[src/logic/sifhPkg.sv]
package sifhPkg;

    // event time and histogram geometry
    localparam int TIME_W  = 10;
    localparam int BIN_W   = 5;
    localparam int BINS    = 32;
    localparam int COUNT_W = 8;
    localparam int EVT_W   = 16;

    // apb widths
    localparam int ADDR_W = 4;
    localparam int DATA_W = 32;

    // index of the final bin in a scan
    localparam logic [BIN_W-1:0] LAST_BIN = BIN_W'(BINS - 1);

    // batch size after reset
    localparam logic [EVT_W-1:0] EVT_RESET = EVT_W'(64);

    // zoom window: 32 ticks, centred half a coarse bin below the peak start
    localparam logic [TIME_W-1:0] WIN_HALF = TIME_W'(16);
    localparam logic [TIME_W-1:0] WIN_SPAN = TIME_W'(31);
    localparam logic [TIME_W-1:0] WIN_MAX  = TIME_W'(992);

    // register word offsets
    localparam logic [ADDR_W-1:0] ADDR_CTRL   = 4'h0;
    localparam logic [ADDR_W-1:0] ADDR_EVENTS = 4'h4;
    localparam logic [ADDR_W-1:0] ADDR_STATUS = 4'h8;
    localparam logic [ADDR_W-1:0] ADDR_RESULT = 4'hC;

    typedef enum logic [2:0] {
        IDLE,
        COARSE,
        COARSE_SCAN,
        FINE,
        FINE_SCAN,
        DONE
    } phase_t;

    typedef struct packed {
        logic              psel;
        logic              penable;
        logic              pwrite;
        logic [ADDR_W-1:0] paddr;
        logic [DATA_W-1:0] pwdata;
    } apbReq_t;

    typedef struct packed {
        logic [DATA_W-1:0] prdata;
        logic              pready;
        logic              pslverr;
    } apbRsp_t;

    typedef struct packed {
        logic              valid;
        logic [TIME_W-1:0] arrTime;
    } event_t;

    typedef struct packed {
        logic [TIME_W-1:0] thMinus;
        logic [TIME_W-1:0] thPlus;
    } window_t;

    typedef struct packed {
        logic [BIN_W-1:0]   bin;
        logic [COUNT_W-1:0] count;
        logic               valid;
    } peakResult_t;

    typedef struct packed {
        logic             start;
        logic [EVT_W-1:0] eventsPerHis;
    } runCtrl_t;

endpackage
[src/logic/sifhTop.sv]
`timescale 1ns/1ps

module sifhTop (
    input  logic             clk,
    input  logic             arstN,
    input  sifhPkg::apbReq_t apbReq,
    output sifhPkg::apbRsp_t apbRsp,
    input  sifhPkg::event_t  evt,
    output logic             eventReady
);

    // control and phase
    sifhPkg::runCtrl_t              runCtrl;
    sifhPkg::phase_t                phase;
    // event mapping
    sifhPkg::window_t               window;
    logic [sifhPkg::BIN_W-1:0]      bin;
    logic                           inWindow;
    // scan path to the peak search
    logic [sifhPkg::BIN_W-1:0]      scanIdx;
    logic [sifhPkg::COUNT_W-1:0]    scanCount;
    logic                           scanActive;
    sifhPkg::peakResult_t           peak;

    apbRegs apbRegs_inst (
        .clk     (clk),
        .arstN   (arstN),
        .apbReq  (apbReq),
        .apbRsp  (apbRsp),
        .phase   (phase),
        .window  (window),
        .peak    (peak),
        .runCtrl (runCtrl)
    );

    binMapper binMapper_inst (
        .phase    (phase),
        .window   (window),
        .evt      (evt),
        .bin      (bin),
        .inWindow (inWindow)
    );

    histogramBuilder histogramBuilder_inst (
        .clk        (clk),
        .arstN      (arstN),
        .runCtrl    (runCtrl),
        .evt        (evt),
        .eventReady (eventReady),
        .bin        (bin),
        .inWindow   (inWindow),
        .peak       (peak),
        .phase      (phase),
        .scanIdx    (scanIdx),
        .scanCount  (scanCount),
        .scanActive (scanActive)
    );

    peakDetector peakDetector_inst (
        .clk        (clk),
        .arstN      (arstN),
        .scanActive (scanActive),
        .scanIdx    (scanIdx),
        .scanCount  (scanCount),
        .peak       (peak)
    );

    // same peak feeds the window, only the coarse scan captures it
    zoomWindow zoomWindow_inst (
        .clk        (clk),
        .arstN      (arstN),
        .coarsePeak (peak),
        .phase      (phase),
        .window     (window)
    );

endmodule

[src/logic/apbRegs.sv]
`timescale 1ns/1ps

module apbRegs (
    input  logic                 clk,
    input  logic                 arstN,
    input  sifhPkg::apbReq_t     apbReq,
    output sifhPkg::apbRsp_t     apbRsp,
    input  sifhPkg::phase_t      phase,
    input  sifhPkg::window_t     window,
    input  sifhPkg::peakResult_t peak,
    output sifhPkg::runCtrl_t    runCtrl
);

    logic                            access;
    logic                            wrEn;
    logic                            addrHit;
    logic                            startR;
    logic [sifhPkg::EVT_W-1:0]       eventsReg;
    logic [sifhPkg::BIN_W-1:0]       coarseBin;
    logic [sifhPkg::BIN_W-1:0]       fineBin;
    logic [sifhPkg::COUNT_W-1:0]     fineCount;
    logic [sifhPkg::TIME_W-1:0]      finalTime;
    logic [sifhPkg::DATA_W-1:0]      rdData;

    // access phase of an apb transfer
    assign access  = apbReq.psel && apbReq.penable;
    assign wrEn    = access && apbReq.pwrite;
    assign addrHit = apbReq.paddr inside {sifhPkg::ADDR_CTRL, sifhPkg::ADDR_EVENTS,
                                          sifhPkg::ADDR_STATUS, sifhPkg::ADDR_RESULT};

    always_ff @(posedge clk or negedge arstN) begin
        if (!arstN) begin
            startR    <= 1'b0;
            eventsReg <= sifhPkg::EVT_RESET;
            coarseBin <= '0;
            fineBin   <= '0;
            fineCount <= '0;
            finalTime <= '0;
        end else begin
            // start is a single cycle pulse
            startR <= wrEn && (apbReq.paddr == sifhPkg::ADDR_CTRL) && apbReq.pwdata[0];
            if (wrEn && (apbReq.paddr == sifhPkg::ADDR_EVENTS)) begin
                eventsReg <= apbReq.pwdata[sifhPkg::EVT_W-1:0];
            end
            // which pass a peak belongs to follows from the phase
            if (peak.valid && (phase == sifhPkg::COARSE_SCAN)) begin
                coarseBin <= peak.bin;
            end
            if (peak.valid && (phase == sifhPkg::FINE_SCAN)) begin
                fineBin   <= peak.bin;
                fineCount <= peak.count;
                // lower edge plus fine bin
                finalTime <= window.thMinus +
                             {{(sifhPkg::TIME_W - sifhPkg::BIN_W){1'b0}}, peak.bin};
            end
        end
    end

    // read mux, CTRL reads as zero
    always_comb begin
        case (apbReq.paddr)
            sifhPkg::ADDR_EVENTS: begin
                rdData = {{(sifhPkg::DATA_W - sifhPkg::EVT_W){1'b0}}, eventsReg};
            end
            sifhPkg::ADDR_STATUS: begin
                rdData = {{(sifhPkg::DATA_W - 4){1'b0}}, (phase == sifhPkg::DONE), phase};
            end
            sifhPkg::ADDR_RESULT: begin
                rdData = {4'b0000, fineCount, fineBin, coarseBin, finalTime};
            end
            default: begin
                rdData = '0;
            end
        endcase
    end

    // no wait states
    assign apbRsp.prdata  = rdData;
    assign apbRsp.pready  = 1'b1;
    assign apbRsp.pslverr = access && !addrHit;

    assign runCtrl.start        = startR;
    assign runCtrl.eventsPerHis = eventsReg;

endmodule

[src/logic/zoomWindow.sv]
`timescale 1ns/1ps

module zoomWindow (
    input  logic                 clk,
    input  logic                 arstN,
    input  sifhPkg::peakResult_t coarsePeak,
    input  sifhPkg::phase_t      phase,
    output sifhPkg::window_t     window
);

    // start of the coarse peak bin in ticks
    logic [sifhPkg::TIME_W-1:0] centre;
    // lower edge after clamping
    logic [sifhPkg::TIME_W-1:0] lowNext;

    always_comb begin
        centre = {coarsePeak.bin, {(sifhPkg::TIME_W - sifhPkg::BIN_W){1'b0}}};
        // clamp low end at 0, high end so thPlus stays at 1023
        if (centre < sifhPkg::WIN_HALF) begin
            lowNext = '0;
        end else if ((centre - sifhPkg::WIN_HALF) > sifhPkg::WIN_MAX) begin
            lowNext = sifhPkg::WIN_MAX;
        end else begin
            lowNext = centre - sifhPkg::WIN_HALF;
        end
    end

    always_ff @(posedge clk or negedge arstN) begin
        if (!arstN) begin
            window.thMinus <= '0;
            window.thPlus  <= sifhPkg::WIN_SPAN;
        end else if ((phase == sifhPkg::COARSE_SCAN) && coarsePeak.valid) begin
            window.thMinus <= lowNext;
            window.thPlus  <= lowNext + sifhPkg::WIN_SPAN;
        end
    end

    // fixed width window, never wrapped past 1023
    assert property (@(posedge clk) disable iff (!arstN)
        ((window.thPlus - window.thMinus) == sifhPkg::WIN_SPAN) &&
        (window.thPlus > window.thMinus));

endmodule

[src/logic/peakDetector.sv]
`timescale 1ns/1ps

module peakDetector (
    input  logic                          clk,
    input  logic                          arstN,
    input  logic                          scanActive,
    input  logic [sifhPkg::BIN_W-1:0]     scanIdx,
    input  logic [sifhPkg::COUNT_W-1:0]   scanCount,
    output sifhPkg::peakResult_t          peak
);

    // running maximum and where it was seen
    logic [sifhPkg::COUNT_W-1:0] maxCnt;
    logic [sifhPkg::BIN_W-1:0]   maxIdx;
    // result strobe, one cycle after the last bin
    logic                        validR;
    logic                        newMax;

    // first bin seeds, later bins need a strictly larger count
    assign newMax = (scanIdx == '0) || (scanCount > maxCnt);

    always_ff @(posedge clk or negedge arstN) begin
        if (!arstN) begin
            maxCnt <= '0;
            maxIdx <= '0;
            validR <= 1'b0;
        end else begin
            validR <= scanActive && (scanIdx == sifhPkg::LAST_BIN);
            if (scanActive && newMax) begin
                maxCnt <= scanCount;
                maxIdx <= scanIdx;
            end
        end
    end

    // result held until the next scan
    assign peak.bin   = maxIdx;
    assign peak.count = maxCnt;
    assign peak.valid = validR;

    // one strobe per scan
    assert property (@(posedge clk) disable iff (!arstN)
        peak.valid |=> !peak.valid);

endmodule

[src/logic/histogramBuilder.sv]
`timescale 1ns/1ps

module histogramBuilder (
    input  logic                          clk,
    input  logic                          arstN,
    input  sifhPkg::runCtrl_t             runCtrl,
    input  sifhPkg::event_t               evt,
    output logic                          eventReady,
    input  logic [sifhPkg::BIN_W-1:0]     bin,
    input  logic                          inWindow,
    input  sifhPkg::peakResult_t          peak,
    output sifhPkg::phase_t               phase,
    output logic [sifhPkg::BIN_W-1:0]     scanIdx,
    output logic [sifhPkg::COUNT_W-1:0]   scanCount,
    output logic                          scanActive
);

    // one saturating counter per bin
    logic [sifhPkg::COUNT_W-1:0] binCnt [sifhPkg::BINS];
    // events taken so far in the current pass
    logic [sifhPkg::EVT_W-1:0] evtCnt;
    // batch size latched at start, never zero
    logic [sifhPkg::EVT_W-1:0] batchSize;
    logic accept;
    logic lastEvt;

    // only the two acquisition phases take events
    assign eventReady = (phase == sifhPkg::COARSE) || (phase == sifhPkg::FINE);
    assign accept     = evt.valid && eventReady;
    assign lastEvt    = accept && (evtCnt == batchSize - 1'b1);
    // scan reads the bin before it is cleared on the same edge
    assign scanCount  = binCnt[scanIdx];

    always_ff @(posedge clk or negedge arstN) begin
        if (!arstN) begin
            phase      <= sifhPkg::IDLE;
            evtCnt     <= '0;
            batchSize  <= sifhPkg::EVT_W'(1);
            scanIdx    <= '0;
            scanActive <= 1'b0;
        end else begin
            case (phase)
                sifhPkg::IDLE, sifhPkg::DONE: begin
                    // a start elsewhere is dropped here
                    if (runCtrl.start) begin
                        phase     <= sifhPkg::COARSE;
                        evtCnt    <= '0;
                        batchSize <= (runCtrl.eventsPerHis == '0) ? sifhPkg::EVT_W'(1)
                                                                 : runCtrl.eventsPerHis;
                    end
                end
                sifhPkg::COARSE, sifhPkg::FINE: begin
                    if (lastEvt) begin
                        phase      <= (phase == sifhPkg::COARSE) ? sifhPkg::COARSE_SCAN
                                                                 : sifhPkg::FINE_SCAN;
                        evtCnt     <= '0;
                        scanIdx    <= '0;
                        scanActive <= 1'b1;
                    end else if (accept) begin
                        evtCnt <= evtCnt + 1'b1;
                    end
                end
                sifhPkg::COARSE_SCAN, sifhPkg::FINE_SCAN: begin
                    if (scanActive) begin
                        // walk all bins once
                        if (scanIdx == sifhPkg::LAST_BIN) begin
                            scanActive <= 1'b0;
                        end else begin
                            scanIdx <= scanIdx + 1'b1;
                        end
                    end else if (peak.valid) begin
                        // peak settled, move on
                        phase <= (phase == sifhPkg::COARSE_SCAN) ? sifhPkg::FINE
                                                                 : sifhPkg::DONE;
                    end
                end
                default: begin
                    phase <= sifhPkg::IDLE;
                end
            endcase
        end
    end

    // bin counters: clear under scan, else count in-window events
    always_ff @(posedge clk or negedge arstN) begin
        if (!arstN) begin
            for (int i = 0; i < sifhPkg::BINS; i++) begin
                binCnt[i] <= '0;
            end
        end else if (scanActive) begin
            binCnt[scanIdx] <= '0;
        end else if (accept && inWindow && (binCnt[bin] != '1)) begin
            binCnt[bin] <= binCnt[bin] + 1'b1;
        end
    end

    // ready only while the batch is still open
    assert property (@(posedge clk) disable iff (!arstN)
        eventReady |-> ((phase inside {sifhPkg::COARSE, sifhPkg::FINE}) &&
                        !scanActive && (evtCnt < batchSize)));

    // a full counter holds until the scan clears it
    for (genvar g = 0; g < sifhPkg::BINS; g++) begin : gNoWrap
        assert property (@(posedge clk) disable iff (!arstN)
            (!scanActive && (binCnt[g] == '1)) |=> (binCnt[g] == '1));
    end

endmodule

[src/logic/binMapper.sv]
`timescale 1ns/1ps

module binMapper (
    input  sifhPkg::phase_t          phase,
    input  sifhPkg::window_t         window,
    input  sifhPkg::event_t          evt,
    output logic [sifhPkg::BIN_W-1:0] bin,
    output logic                     inWindow
);

    // offset of the event inside the zoom window
    logic [sifhPkg::TIME_W-1:0] fineOffset;

    always_comb begin
        // coarse mapping by default, top bits of the arrival time
        bin        = evt.arrTime[sifhPkg::TIME_W-1 -: sifhPkg::BIN_W];
        inWindow   = 1'b0;
        fineOffset = evt.arrTime - window.thMinus;
        case (phase)
            sifhPkg::COARSE: begin
                // every time lands in some coarse bin
                inWindow = 1'b1;
            end
            sifhPkg::FINE: begin
                // 1-tick bins relative to the lower edge
                bin = fineOffset[sifhPkg::BIN_W-1:0];
                // inclusive on both edges
                inWindow = (evt.arrTime >= window.thMinus) &&
                           (evt.arrTime <= window.thPlus);
            end
            default: begin
                // scan, idle and done phases bin nothing
                inWindow = 1'b0;
            end
        endcase
    end

endmodule

[config.mk]
export PLATFORM = sky130hd
export DESIGN_NAME = sifhTop
export DESIGN_NICKNAME = d
export VERILOG_FILES = /design/src/logic/sifhPkg.sv /design/src/logic/sifhTop.sv /design/src/logic/apbRegs.sv /design/src/logic/zoomWindow.sv /design/src/logic/peakDetector.sv /design/src/logic/histogramBuilder.sv /design/src/logic/binMapper.sv
export SDC_FILE = /design/constraint.sdc
export NUM_CORES = 1
export LEC_CHECK = 0
export ABC_AREA = 1
export BUFFER_PORTS_ARGS = -buffer_cell sky130_fd_sc_hd__buf_2
export CAP_MARGIN = 30
export CORE_MARGIN = 5
export CORE_UTILIZATION = 40
export CTS_CLUSTER_DIAMETER = 200
export DETAILED_ROUTE_END_ITERATION = 6
export GPL_ROUTABILITY_DRIVEN = 0
export PLACE_DENSITY_LB_ADDON = 0.08
export SLEW_MARGIN = 10
export SYNTH_ARGS = -nofsm -noshare
export SYNTH_HDL_FRONTEND = slang
export SYNTH_SLANG_ARGS = --single-unit
[constraint.sdc]
create_clock -name clk -period 9.6 [get_ports clk]
set_input_delay 0 -clock clk [delete_from_list [all_inputs] [get_ports clk]]
set_output_delay 0 -clock clk [all_outputs]
set_load 0.03 [all_outputs]
**Word level (Yosys, flattened, before mapping)**

Cells that the tools add are included.

- Flip-flop bits (word level): 376
- Bits of input ports: 52
- Word-level logic and storage cells: 161

- Add/subtract/negate cells: 8
- Magnitude comparators: 9
- Equality and inequality tests: 18
- Mux-type cells: 38
- Bitwise operators: 4
- Reduce and logical (&&, ||, !) cells: 36

Operator list:

| kind | count |
|---|---|
| $mux W256 | 2 |
| $and A256 B256 Y256 | 1 |
| $bwmux W256 | 1 |
| $not A256 Y256 | 1 |
| $pmux W28 S3 | 1 |
| $bmux W8 S5 | 2 |
| $demux W8 S5 | 2 |
| $mux W16 | 4 |
| $mux W8 | 6 |
| $pmux W16 S2 | 1 |
| $mux W10 | 2 |
| $mux W5 | 4 |
| $mux W3 | 6 |
| $logic_and A1 B1 Y1 | 17 |
| $add A16 B1 Y16 const B | 1 |
| $eq A16 B16 Y1 | 1 |
| $logic_not A16 Y1 | 1 |
| $sub A16 B1 Y16 const B | 1 |
| $ge A6 B6 Y1 const B | 2 |
| $lt A6 B1 Y1 const B | 2 |
| $not A5 Y6 | 2 |
| $add A10 B5 Y10 | 1 |
| $add A10 B5 Y10 const B | 1 |
| $ge A10 B10 Y1 | 1 |
| 33 further kinds | 50 |

**Logic depth before layout (Yosys ltp)**

Gate-level depths: netlist (run 1).

- Depth after elaboration: 10
- Gate-level depth with buffers: 28

**Modules after synthesis**

Synthesis (run 1) repeated with hierarchy kept, for this count alone.

- Cell total of the unflattened synthesis: 3,768
- Area, all modules: 25,120.3 µm²

By module, submodules not included:

| module | times used | cells an instance | area an instance (µm²) | seq. area each (µm²) |
|---|---|---|---|---|
| histogramBuilder | 1 | 3,101 | 20,181.9 | 7,433.4 |
| apbRegs | 1 | 339 | 2,565.0 | 1,127.3 |
| peakDetector | 1 | 102 | 884.6 | 350.3 |
| zoomWindow | 1 | 100 | 757.0 | 301.5 |
| binMapper | 1 | 126 | 732.0 | 0.0 |

**Least setup slack after synthesis (run 1)**

Ideal clock, no wire load.

- Kind: reg2reg
- Start: reg histogramBuilder_inst.scanIdx[0] in the netlist's numbering
- End: reg peakDetector_inst.maxCnt[1] in the netlist's numbering
- Arrival: 3,129 ps
- Slack: 6,340 ps
- Stages on the path, launching flop included: 20
- Buffers on the path: 4
- Period minus slack after synthesis: 3,260 ps
- Path through: dfrtp_1 > clkbuf_1 > clkbuf_1 > clkbuf_1 > a21oi_1 > o21ai_0 > o21ai_0 > a221oi_1 > nand2_1 > ha_1 > nand2_1 > o21ai_0 > a21oi_1 > o21ai_0 > o41ai_1 > nand2_1 > nand2_1 > inv_1 > clkbuf_1 > o21ai_0

- Cells in the longest elaborated chain, start to end: 7
- Elaborated cells on any way between the ends: 8
- Classes of those cells: 1 x order compare; 3 x mux; 1 x bitwise; 3 x reduce/logical

Ends and longest elaborated chain:

| what | RTL line | source |
|---|---|---|
| from (decl) | histogramBuilder.sv:13 | `output logic [sifhPkg::BIN_W-1:0] scanIdx,` |
| from (signal assigned) | histogramBuilder.sv:69 | `scanIdx <= scanIdx + 1'b1;` |
| $not A5 Y6 (not written as such) | histogramBuilder.sv:32 | `assign scanCount = binCnt[scanIdx];` |
| $bmux W8 S5 | histogramBuilder.sv:32 |  |
| $mux W8 (not written as such) (2 in series) | histogramBuilder.sv:32 |  |
| via histogramBuilder_inst.scanCount (one bit) | histogramBuilder.sv:14 | `output logic [sifhPkg::COUNT_W-1:0] scanCount,` |
| $gt A8 B8 Y1 | peakDetector.sv:20 | `assign newMax = (scanIdx == '0) \|\| (scanCount > maxCnt);` |
| $logic_or A1 B1 Y1 | peakDetector.sv:20 |  |
| $logic_and A1 B1 Y1 | peakDetector.sv:29 | `if (scanActive && newMax) begin` |
| to (signal assigned) | peakDetector.sv:30 | `maxCnt <= scanCount;` |
| to (decl) | peakDetector.sv:13 | `logic [sifhPkg::COUNT_W-1:0] maxCnt;` |

The timed path passes the listed nets, and every way through them passes these cells. The select of a mux whose other input is x is not followed.
A chain may end at the register's enable or synchronous reset.

**Worst setup path after layout (run 1)**

- Start: reg histogramBuilder_inst.phase[1]
- End: reg histogramBuilder_inst.binCnt[217] in the netlist's numbering

- Cells in the longest elaborated chain, start to end: 10
- Elaborated cells on any way between the ends: 23
- Classes of those cells: 1 x add/sub; 2 x order compare; 3 x eq/ne; 10 x mux; 1 x bitwise; 6 x reduce/logical

Ends and longest elaborated chain:

| what | RTL line | source |
|---|---|---|
| from (decl) | histogramBuilder.sv:12 | `output sifhPkg::phase_t phase,` |
| from (signal assigned) | histogramBuilder.sv:36 | `phase <= sifhPkg::IDLE;` |
| from (signal assigned) | histogramBuilder.sv:46 | `phase <= sifhPkg::COARSE;` |
| from (signal assigned) | histogramBuilder.sv:54 | `phase <= (phase == sifhPkg::COARSE) ? sifhPkg::COARSE_SCAN` |
| $eq A3 B2 Y1 | histogramBuilder.sv:28, binMapper.sv:19 |  |
| $mux W5 | binMapper.sv:19 | `case (phase)` |
| $not A5 Y6 (not written as such) | histogramBuilder.sv:92, histogramBuilder.sv:93 |  |
| $bmux W8 S5 (tied with other cells) | histogramBuilder.sv:92, histogramBuilder.sv:93 |  |
| $mux W8 (not written as such) or $logic_and A1 B1 Y1 (tied branches) | histogramBuilder.sv:92, histogramBuilder.sv:93 |  |
| $mux W8 (on tied branches) | histogramBuilder.sv:92, histogramBuilder.sv:93 |  |
| $add A8 B1 Y8 or $demux W8 S5 (tied branches) | histogramBuilder.sv:93 | `binCnt[bin] <= binCnt[bin] + 1'b1;` |
| $bwmux W256 | histogramBuilder.sv:93 |  |
| $mux W256 | histogramBuilder.sv:92 | `end else if (accept && inWindow && (binCnt[bin] != '1)) begin` |
| $mux W256 | histogramBuilder.sv:90 | `end else if (scanActive) begin` |
| to (signal, indexed assignment) | histogramBuilder.sv:93 |  |
| to (decl) | histogramBuilder.sv:19 | `logic [sifhPkg::COUNT_W-1:0] binCnt [sifhPkg::BINS];` |

Parallel ways exist; a longest one is shown, timed or not. The select of a mux whose other input is x is not followed.

==> results.sh, run 1 <==
export IMPL_htreeDepth=2
export IMPL_cts_num_sinks=364
export IMPL_nNetsFinal=3601
export IMPL_fillers=5956
export IMPL_synth_distinct_cells=57
export IMPL_worstRegToRegCells=22
export IMPL_numCtsBuffers=45
export IMPL_cts_max_path_buffers=3
export IMPL_cp_max_fo=107
export IMPL_cts_tree="done"
export IMPL_pin_count=87
export IMPL_ir_drop_mv=0.181
export IMPL_start_util_pct=40.2
export IMPL_insertion_delay_ns=0.59
export IMPL_async_flop_share_pct=100
export IMPL_grt_util_all_layers_pct=26.8
export IMPL_worstMarginPinSlew_ns=1.11
export IMPL_fmax_mhz=150
export IMPL_regArea_um2=9120
export IMPL_grt_overflow=0
export IMPL_slew_viol_final=0
export IMPL_core_area_um2=57600
export IMPL_hold_path_cell_count=4
export IMPL_status="complete, no violations"
export IMPL_rsz0062_at_grt="no"
export IMPL_synthFlopType="dfrtp_1"
export IMPL_tns_ns=0
export IMPL_syn_avg_cell_area_um2=6.64
export IMPL_num_vias=23167
export IMPL_viasPerCell=5.37
export IMPL_synthMuxAreaShare_pct=0.146
export IMPL_hold_ws_ns=0.0375
export IMPL_yosys_area_share_simple_pct=34.3
export IMPL_syn_area_um2=23200
export IMPL_drv_cap=0
export IMPL_dieArea_um2=62800
export IMPL_synth_edff_count=0
export IMPL_port_buffers=65
export IMPL_area_growth_synth_to_final_pct=12.1
export IMPL_hold_path_class="in -> reg"
export IMPL_skew_ns=0.0220
export IMPL_synth_xor_area_share_pct=1.36
export IMPL_final_layout_size_suffix_gt1_share_pct=7.18
export IMPL_finalCoreUtilization_pct=45.1
export IMPL_drtPass1Iterations=7
export IMPL_period_needed_ns=6.65
export IMPL_p_per_area_nw_per_um2=284
export IMPL_synth_adder_area_share_pct=1.73
export IMPL_clkTransAtPathRegs_ns=0.06
export IMPL_crit_path_start_kind="flip-flop"
export IMPL_grt_pass1_wl_um=132000
export IMPL_drt_first_iter_violations=2526
export IMPL_grt_pass1_vias=21889
export IMPL_synth_compound_area_share_pct=12.9
export IMPL_place_hpwl_um=59500
export IMPL_cp_data_arrival_time_ns=7.12
export IMPL_grt_antenna_before_repair=1
export IMPL_syn_inst=3490
export IMPL_die_x_um=251
export IMPL_max_slew_margin_rel_pct=26.3
export IMPL_wl_um=86800
export IMPL_multi_input_area_um2=11700
export IMPL_setup_viol=0
export IMPL_worst_setup_path_type="reg -> reg"
export IMPL_drc=0
export IMPL_synth_top_family_by_area="simple AND/OR/NAND/NOR gates"
export IMPL_yosysSeqAreaShare_pct=39.3
export IMPL_n_antenna_cell=0
export IMPL_fp_dieH_um=251
export IMPL_wl_per_cell_um=20.1
export IMPL_rows=88
export IMPL_crit_required_ns=10.07
export IMPL_total_leakage_power_nw=13.5
export IMPL_yosys_register_bits=364
export IMPL_end_kind="flip-flop"
export IMPL_hold_violations=0
export IMPL_yosys_warnings=0
export IMPL_fin_crit_sh_pct=69.3
export IMPL_drtAntennaViolNets=0
export IMPL_post_cts_resize_count=0
export IMPL_grt_max_degree=115
export IMPL_cts_root_buffer="clkbuf_16"
-- placed cells by master, fill, tap and decap left out, types with 8 or more instances in the layout --
cell	netlist	routed
nand2_1	1335	1335
inv_1	403	401
dfrtp_1	361	358
o21ai_0	299	299
nand3_1	273	273
nor2_1	202	201
a21oi_1	150	149
buf_2	30	64
clkbuf_16	0	47
buf_4	19	41
o21ai_1	36	36
ha_1	32	32
xor2_1	27	27
dlygate4sd3_1	0	26
nand4_1	23	23
nor3_1	21	21
o22ai_1	14	14
inv_2	11	12
a22o_1	9	9
xnor2_1	9	9
clkinv_2	0	9
nand4_2	8	8
nor2_2	7	8
o211ai_1	8	8
nor4_1	8	8
nor2_4	8	8
clkbuf_1	94	8
clkbuf_8	0	8
-- area by class of cell --
type                            count  share of cell area [%]
Timing Repair Buffer              137                    3.93
Clock buffer                       63                    5.07
Clock inverter                     18                   0.963
Multi-Input combinational cell   2550                    45.2
Sequential cell                   364                    35.1
Inverter                          419                    6.05
Tap cell                          765                    3.68
-- worst max-delay path, stage by stage, from the launching register on --
cell and delay [ns]:
dfrtp_1 0.55, nand4_2 0.50, nand2_8 0.74, buf_12 0.36, nor2_1 0.06, o21ai_0 0.16, nand2_1 0.09, nand2_1 0.06
nand2_1 0.09, inv_1 0.07, nand2_1 0.06, nor2_2 0.27, ha_1 0.25, nand3_2 0.12, nor2_1 0.14, nand3_2 0.62
nand2_2 0.21, buf_4 0.50, inv_1 0.63, nand2_1 0.50, inv_1 0.17, nand2_1 0.09, nand2_1 0.06
-- logic make-up (layout without fill, tap and decap cells) --
logic type,Yosys count,after routing
AND/OR/NAND/NOR,1918,1918
buffers and inverters,579,637
flip-flops,364,364
adder cells (fa/ha/maj),32,32
multiplexers,3,3
XOR/XNOR,36,36
AO/OA/AOI/OAI,556,556
other,2,5
-- layer usage --
layer,vias to the layer above,part of all wire (%),routed length (µm),GRT usage [%]
li1,11130,-,-,-
met1,10951,43,37100,36.3
met2,867,45,39200,42.7
met3,219,6.9,5980,3.86
met4,0,5.2,4500,12.1
met5,-,0,0,0
-- what timing repair did --
action,in CTS,in global routing
hold buffers,26,0
endpoints found under the setup margin,0,0
buffers inserted,0,0
endpoints found under the hold margin,127,0
-- synthesized netlist by cell type (all sizes together) (4+ instances only) --
cell	instances	area (µm²)
a21oi	150	751
o22ai	14	87.6
a221oi	6	52.6
o21ai	339	1720
nor4	8	50.1
nand3b	6	45.0
nand2	1341	5060
buf	66	432
nand3	276	1400
inv	414	1550
nor2	217	892
nand4	31	244
a2111oi	4	35.0
xnor2	9	78.8
clkbuf	94	353
ha	32	400
a22o	9	78.8
xor2	27	236
o211ai	8	60.1
a211oi	4	30.0
dfrtp	361	9030
and3	4	25.0
clkinv	5	18.8
nor3	29	198
-- metrics by stage --
step	worst slack [ns]	std cells	total power [mW]	instance area [µm²]
6_report	2.95	4316	7.39	26000
4_1_cts	3.17	4313	7.36	25900
3_3_place_gp	3.22	4204	5.41	24000
5_1_grt	2.74	4316	7.81	26000
3_5_place_dp	3.18	4206	5.49	24100
2_1_floorplan	6.34	3493	4.20	23200
-- worst paths after layout --
path                                                    from                                 end  slack [ns]
max                           histogramBuilder_inst.phase[1]   histogramBuilder_inst.binCnt[217]        2.95
min                                               apbReq[36]          apbRegs_inst.eventsReg[13]        0.04
max reg2reg                   histogramBuilder_inst.phase[1]   histogramBuilder_inst.binCnt[217]        2.95
min reg2reg                histogramBuilder_inst.binCnt[151]   histogramBuilder_inst.binCnt[151]        0.47
max in group asynchronous                              arstN    histogramBuilder_inst.binCnt[37]        8.30
min in group asynchronous                              arstN  histogramBuilder_inst.batchSize[2]        0.07
-- where the power goes --
part	total [mW]	internal [mW]	switching [mW]
logic	3.40	0.838	2.56
clock network	1.83	1.12	0.716
registers	2.16	1.85	0.301
total	7.39	3.81	3.58
-- flip-flops by register name, summed over array words and instances, names as in the netlist, 8 cells and up --
register / cells
apbRegs_inst.eventsReg: 16
apbRegs_inst.finalTime: 10
apbRegs_inst.fineCount: 8
histogramBuilder_inst.batchSize: 16
histogramBuilder_inst.binCnt: 256
histogramBuilder_inst.evtCnt: 16
peakDetector_inst.maxCnt: 8
zoomWindow_inst.window: 12
(Power assumes the default switching activity.)
==> run 2: changes to the inputs <==
clock period = 6.1 ns   (was 9.6 ns; I/O delays follow)
==> results.sh, run 2 (synthesis results as in run 1) <==
export IMPL_cp_max_fo=22
export IMPL_max_slew_margin_rel_pct=24.8
export IMPL_drt_first_iter_violations=2094
export IMPL_p_total_mw=11.7
export IMPL_placedInstanceArea_um2=24300
export IMPL_worstMarginPinSlew_ns=1.13
export IMPL_drv_cap=0
export IMPL_ir_drop_mv=0.295
export IMPL_worstHoldStart="evt[10]"
export IMPL_cts_num_sinks=364
export IMPL_period_needed_ns=5.33
export IMPL_nNetsFinal=3615
export IMPL_num_vias=23333
export IMPL_clkTransAtPathRegs_ns=0.06
export IMPL_core_area_um2=57600
export IMPL_critical_path_max_stage_delay_ns=0.89
export IMPL_layout_cells_most_common="nand2_1"
export IMPL_fin_crit_sh_pct=87.4
export IMPL_place_hpwl_um=60900
export IMPL_grt_pass1_wl_um=133000
export IMPL_p_per_area_nw_per_um2=448
export IMPL_grt_overflow=0
export IMPL_viasPerCell=5.39
export IMPL_post_cts_resize_count=0
export IMPL_dieArea_um2=62800
export IMPL_drtAntennaViolNets=0
export IMPL_hold_path_class="in -> reg"
export IMPL_design_area_um2=26200
export IMPL_cts_tree="done"
export IMPL_wl_um=86900
export IMPL_slew_viol_final=0
export IMPL_drtPass1Iterations=5
export IMPL_skew_ns=0.0238
export IMPL_total_leakage_power_nw=13.6
export IMPL_worst_setup_path_type="reg -> reg"
export IMPL_hold_violations=0
export IMPL_start_util_pct=40.2
export IMPL_grt_pass1_vias=22360
export IMPL_largest_reg_flops=256
export IMPL_largest_register="histogramBuilder_inst.binCnt"
export IMPL_crit_required_ns=6.55
export IMPL_grt_max_degree=153
export IMPL_drc=0
export IMPL_fmax_mhz=188
export IMPL_rr_startpoint="histogramBuilder_inst.scanIdx[0]"
export IMPL_final_cell_mix="nand2_1 (1,335), inv_1 (402), dfrtp_1 (358)"
export IMPL_die_x_um=251
export IMPL_grt_antenna_before_repair=1
export IMPL_cp_data_arrival_time_ns=5.78
export IMPL_fillers=5995
export IMPL_area_growth_synth_to_final_pct=13.1
export IMPL_end_kind="flip-flop"
export IMPL_grt_util_all_layers_pct=26.9
export IMPL_crit_path_start_kind="flip-flop"
export IMPL_wl_per_cell_um=20.1
export IMPL_tns_ns=0
export IMPL_insertion_delay_ns=0.60
export IMPL_startpoint="histogramBuilder_inst.scanIdx[0]"
export IMPL_cp_slowest_cell="a221oi_1"
export IMPL_final_layout_size_suffix_gt1_share_pct=7.52
export IMPL_cts_max_path_buffers=3
export IMPL_path_cells="inv_2, buf_4, a21oi_1, o21ai_0, nand2_1, a22o_1, a221oi_1, nand2_1, ha_1, nand2_1, inv_1, nand2_1, o41ai_1, nand2_1, nand2_1, inv_1, nand2_1, o21ai_0"
export IMPL_htreeDepth=2
export IMPL_fp_dieH_um=251
export IMPL_hold_ws_ns=0.153
export IMPL_port_buffers=65
export IMPL_setup_viol=0
export IMPL_pin_count=87
export IMPL_status="complete, no violations"
export IMPL_crit_top_cell="nand2_1"
export IMPL_cts_root_buffer="clkbuf_16"
export IMPL_rows=88
export IMPL_rsz0062_at_grt="no"
export IMPL_numCtsBuffers=45
==> run 2: final cells by class <==
cell class	count	area (µm²)	area share, %
Antenna cell	1	2.50	0.00955
Clock buffer	63	1280	4.90
Clock inverter	18	303	1.16
Inverter	419	1570	6.00
Multi-Input combinational cell	2550	11700	44.8
Sequential cell	364	9120	34.8
Tap cell	765	957	3.65
Timing Repair Buffer	151	1220	4.65
==> run 2: final timing paths <==
check | to | slack, ns | depth (start not counted)
max | peakDetector_inst.maxCnt[1] | 0.77 | 18
min | histogramBuilder_inst.evtCnt[0] | 0.15 | 8
max reg2reg | peakDetector_inst.maxCnt[1] | 0.77 | 18
min reg2reg | histogramBuilder_inst.binCnt[80] | 0.47 | 2
max in group asynchronous | histogramBuilder_inst.binCnt[182] | 4.63 | 4
min in group asynchronous | apbRegs_inst.eventsReg[6] | 0.51 | 3
==> run 2: where the power goes <==
part | switching (mW) | internal (mW)
Clock | 1.13 | 1.77
Combinational | 4.06 | 1.43
Sequential | 0.440 | 2.92
Total | 5.63 | 6.12
==> run 2: what timing repair did <==
action                                 4_1_cts  5_1_grt
hold buffers                                28        0
buffers inserted                             0        0
endpoints found under the hold margin       80        0
==> run 2: layer usage <==
layer	global-route usage (%)	share of wire, %	vias to the layer above	routed length (µm)
met4	12.3	5.2	0	4500
met2	43.5	45	920	39300
met3	4.13	7.4	219	6390
met5	0	0	-	0
li1	-	-	11184	-
met1	35.7	42	11010	36700
==> run 2: per-stage QoR <==
stage               cells  util, %  setup WS (ns)
floorplan            3493        -           2.84
global placement     4220     42.2          0.784
detailed placement   4221     42.2          0.803
CTS                  4330     45.5          0.762
global route         4330     45.5          0.459
finish               4331     45.5          0.767
==> run 2: worst max-delay path, delay by kind of cell, from the launching register on <==
family,cells,cell delay [ns]
flops,1,0.52
buf+inv,4,1.14
simple gates,7,1.13
compound gates,6,1.94
fa+ha+maj,1,0.42
==> run 3: changes to the inputs <==
CORE_UTILIZATION = 25   (was 40)
==> results.sh, run 3 (synthesis results as in run 1) <==
export IMPL_skew_ns=0.0236
export IMPL_drc=0
export IMPL_crit_buf_inv=4
export IMPL_place_hpwl_um=69800
export IMPL_dp_slack_ns=1.08
export IMPL_wl_per_cell_um=20.7
export IMPL_fmax_mhz=198
export IMPL_hold_violations=0
export IMPL_final_cell_mix="nand2_1 (1,333), inv_1 (402), dfrtp_1 (358)"
export IMPL_crit_family="simple AND/OR/NAND/NOR gates"
export IMPL_viasPerCell=4.70
export IMPL_grt_pass1_vias=22074
export IMPL_dp_cells=4713
export IMPL_fin_crit_sh_pct=82.6
export IMPL_setup_viol=0
export IMPL_period_needed_ns=5.04
export IMPL_grt_util_all_layers_pct=19.9
export IMPL_cts_num_sinks=364
export IMPL_path_cells="nand2_1, nor2_2, nand2_1, nand2_2, buf_12, nor2_1, o21ai_0, nand2_1, nand2_1, nand2_1, inv_1, nand2_1, nor2_2, ha_2, nand3_2, nor2_1, nand3_2, nand2_2, inv_1, nand2_1, inv_1, nand2_1, nand2_1"
export IMPL_critical_path_max_stage_delay_ns=0.56
export IMPL_drtPass1Iterations=7
export IMPL_status="complete, no violations"
export IMPL_drv_cap=0
export IMPL_die_x_um=314
export IMPL_dieArea_um2=98900
export IMPL_p_per_area_nw_per_um2=447
export IMPL_wl_um=100000
export IMPL_htreeDepth=2
export IMPL_post_route_worst_setup_slack_ns=1.06
export IMPL_worstRegToRegCells=23
export IMPL_cts_max_path_buffers=3
export IMPL_crit_required_ns=6.58
export IMPL_port_buffers=65
export IMPL_worstMarginPinSlew_ns=1.02
export IMPL_r2r_slack_ns=1.06
export IMPL_cts_tree="done"
export IMPL_start_util_pct=25.2
export IMPL_largest_reg_flops=256
export IMPL_wl_met3_um=5550
export IMPL_num_vias=22752
export IMPL_worst_setup_path_type="reg -> reg"
export IMPL_max_slew_margin_rel_pct=31.4
export IMPL_largest_register="histogramBuilder_inst.binCnt"
export IMPL_nNetsFinal=3644
export IMPL_crit_top_cell="nand2_1"
export IMPL_layout_cells_most_common="nand2_1"
export IMPL_rr_startpoint="histogramBuilder_inst.phase[1]"
export IMPL_r2r_end="histogramBuilder_inst.binCnt[216]"
export IMPL_cp_max_fo=19
export IMPL_numCtsBuffers=50
export IMPL_cts_root_buffer="clkbuf_16"
export IMPL_rows=111
export IMPL_top_layer="met5"
export IMPL_hold_path_class="in -> async"
export IMPL_cp_slowest_cell="dfrtp_1"
export IMPL_drtAntennaViolNets=0
export IMPL_grt_antenna_before_repair=5
export IMPL_total_leakage_power_nw=13.7
export IMPL_met1_length_um=48000
export IMPL_wl_met2_um=43800
export IMPL_area_growth_synth_to_final_pct=16.5
export IMPL_end_kind="flip-flop"
export IMPL_crit_path_start_kind="flip-flop"
export IMPL_grt_max_degree=147
export IMPL_rsz0062_at_grt="no"
export IMPL_drt_first_iter_violations=1647
export IMPL_fp_dieH_um=314
export IMPL_core_area_um2=91800
export IMPL_post_cts_setup_buffer_count=0
export IMPL_ir_drop_mv=0.349
export IMPL_insertion_delay_ns=0.61
export IMPL_clkTransAtPathRegs_ns=0.06
export IMPL_final_layout_size_suffix_gt1_share_pct=7.87
export IMPL_grt_pass1_wl_um=149000
export IMPL_tns_ns=0
export IMPL_fin_cells=4842
export IMPL_cp_data_arrival_time_ns=5.52
export IMPL_grt_overflow=0
export IMPL_pin_count=87
export IMPL_slew_viol_final=0
export IMPL_fillers=10292
## run 3: worst max path at each step
stage	from	endpoint	slack (ns)	cells past startpoint
floorplan	histogramBuilder_inst.scanIdx[0]	peakDetector_inst.maxCnt[1]	2.84	19
global placement	histogramBuilder_inst.phase[1]	histogramBuilder_inst.binCnt[217]	1.12	23
detailed placement	histogramBuilder_inst.phase[1]	histogramBuilder_inst.binCnt[217]	1.08	23
CTS	histogramBuilder_inst.phase[1]	histogramBuilder_inst.binCnt[217]	1.05	23
global route	histogramBuilder_inst.phase[1]	histogramBuilder_inst.binCnt[217]	0.71	23
finish	histogramBuilder_inst.phase[1]	histogramBuilder_inst.binCnt[216]	1.06	23
## run 3: metal layers
metal | global-route usage (%) | up-vias
met3 | 2.87 | 132
met2 | 31.2 | 547
met4 | 5.66 | 2
li1 | - | 11233
met5 | 0 | -
met1 | 28.7 | 10838
## run 3: final cells by class
cell class / instances / area, µm² / area share (%)
diodes: 2 / 5.00 / 0.0185
flip-flops and latches: 364 / 9120 / 33.8
clock inverters: 5 / 43.8 / 0.162
clock buffers: 84 / 1540 / 5.70
well taps: 1243 / 1560 / 5.76
repair buffers: 175 / 1420 / 5.24
multi-input cells: 2550 / 11800 / 43.5
inverters: 419 / 1570 / 5.83
## run 3: power breakdown
part           total, mW  internal, mW  switching (mW)
sequential          3.34          2.92           0.422
combinational       5.82          1.48            4.34
clock               2.91          1.70            1.21
total               12.1          6.10            5.97
## run 3: worst reg2reg max path, stage by stage, from the launching register on
cell and delay [ns]:
dfrtp_1 0.56, nand2_1 0.11, nor2_2 0.32, nand2_1 0.15, nand2_2 0.51, buf_12 0.28, nor2_1 0.07, o21ai_0 0.16
nand2_1 0.11, nand2_1 0.09, nand2_1 0.06, inv_1 0.12, nand2_1 0.08, nor2_2 0.33, ha_2 0.28, nand3_2 0.12
nor2_1 0.14, nand3_2 0.09, nand2_2 0.23, inv_1 0.36, nand2_1 0.40, inv_1 0.19, nand2_1 0.09, nand2_1 0.06
## run 3: what timing repair did
action,4_1_cts,5_1_grt
endpoints found under the hold margin,108,0
resized for setup,0,0
hold buffers,38,0
## run 3: stage by stage
stage                     hold WS, ns  util (%)  instance area (µm²)  power, mW
after floorplan                -0.296         -                23200       6.61
after global placement          0.119      27.2                25000       9.19
after detailed placement        0.112      27.3                25000       9.20
after CTS                     0.00215      29.4                27000       12.2
after global routing           0.0578      29.4                27000       12.9
final                          0.0358      29.4                27000       12.1
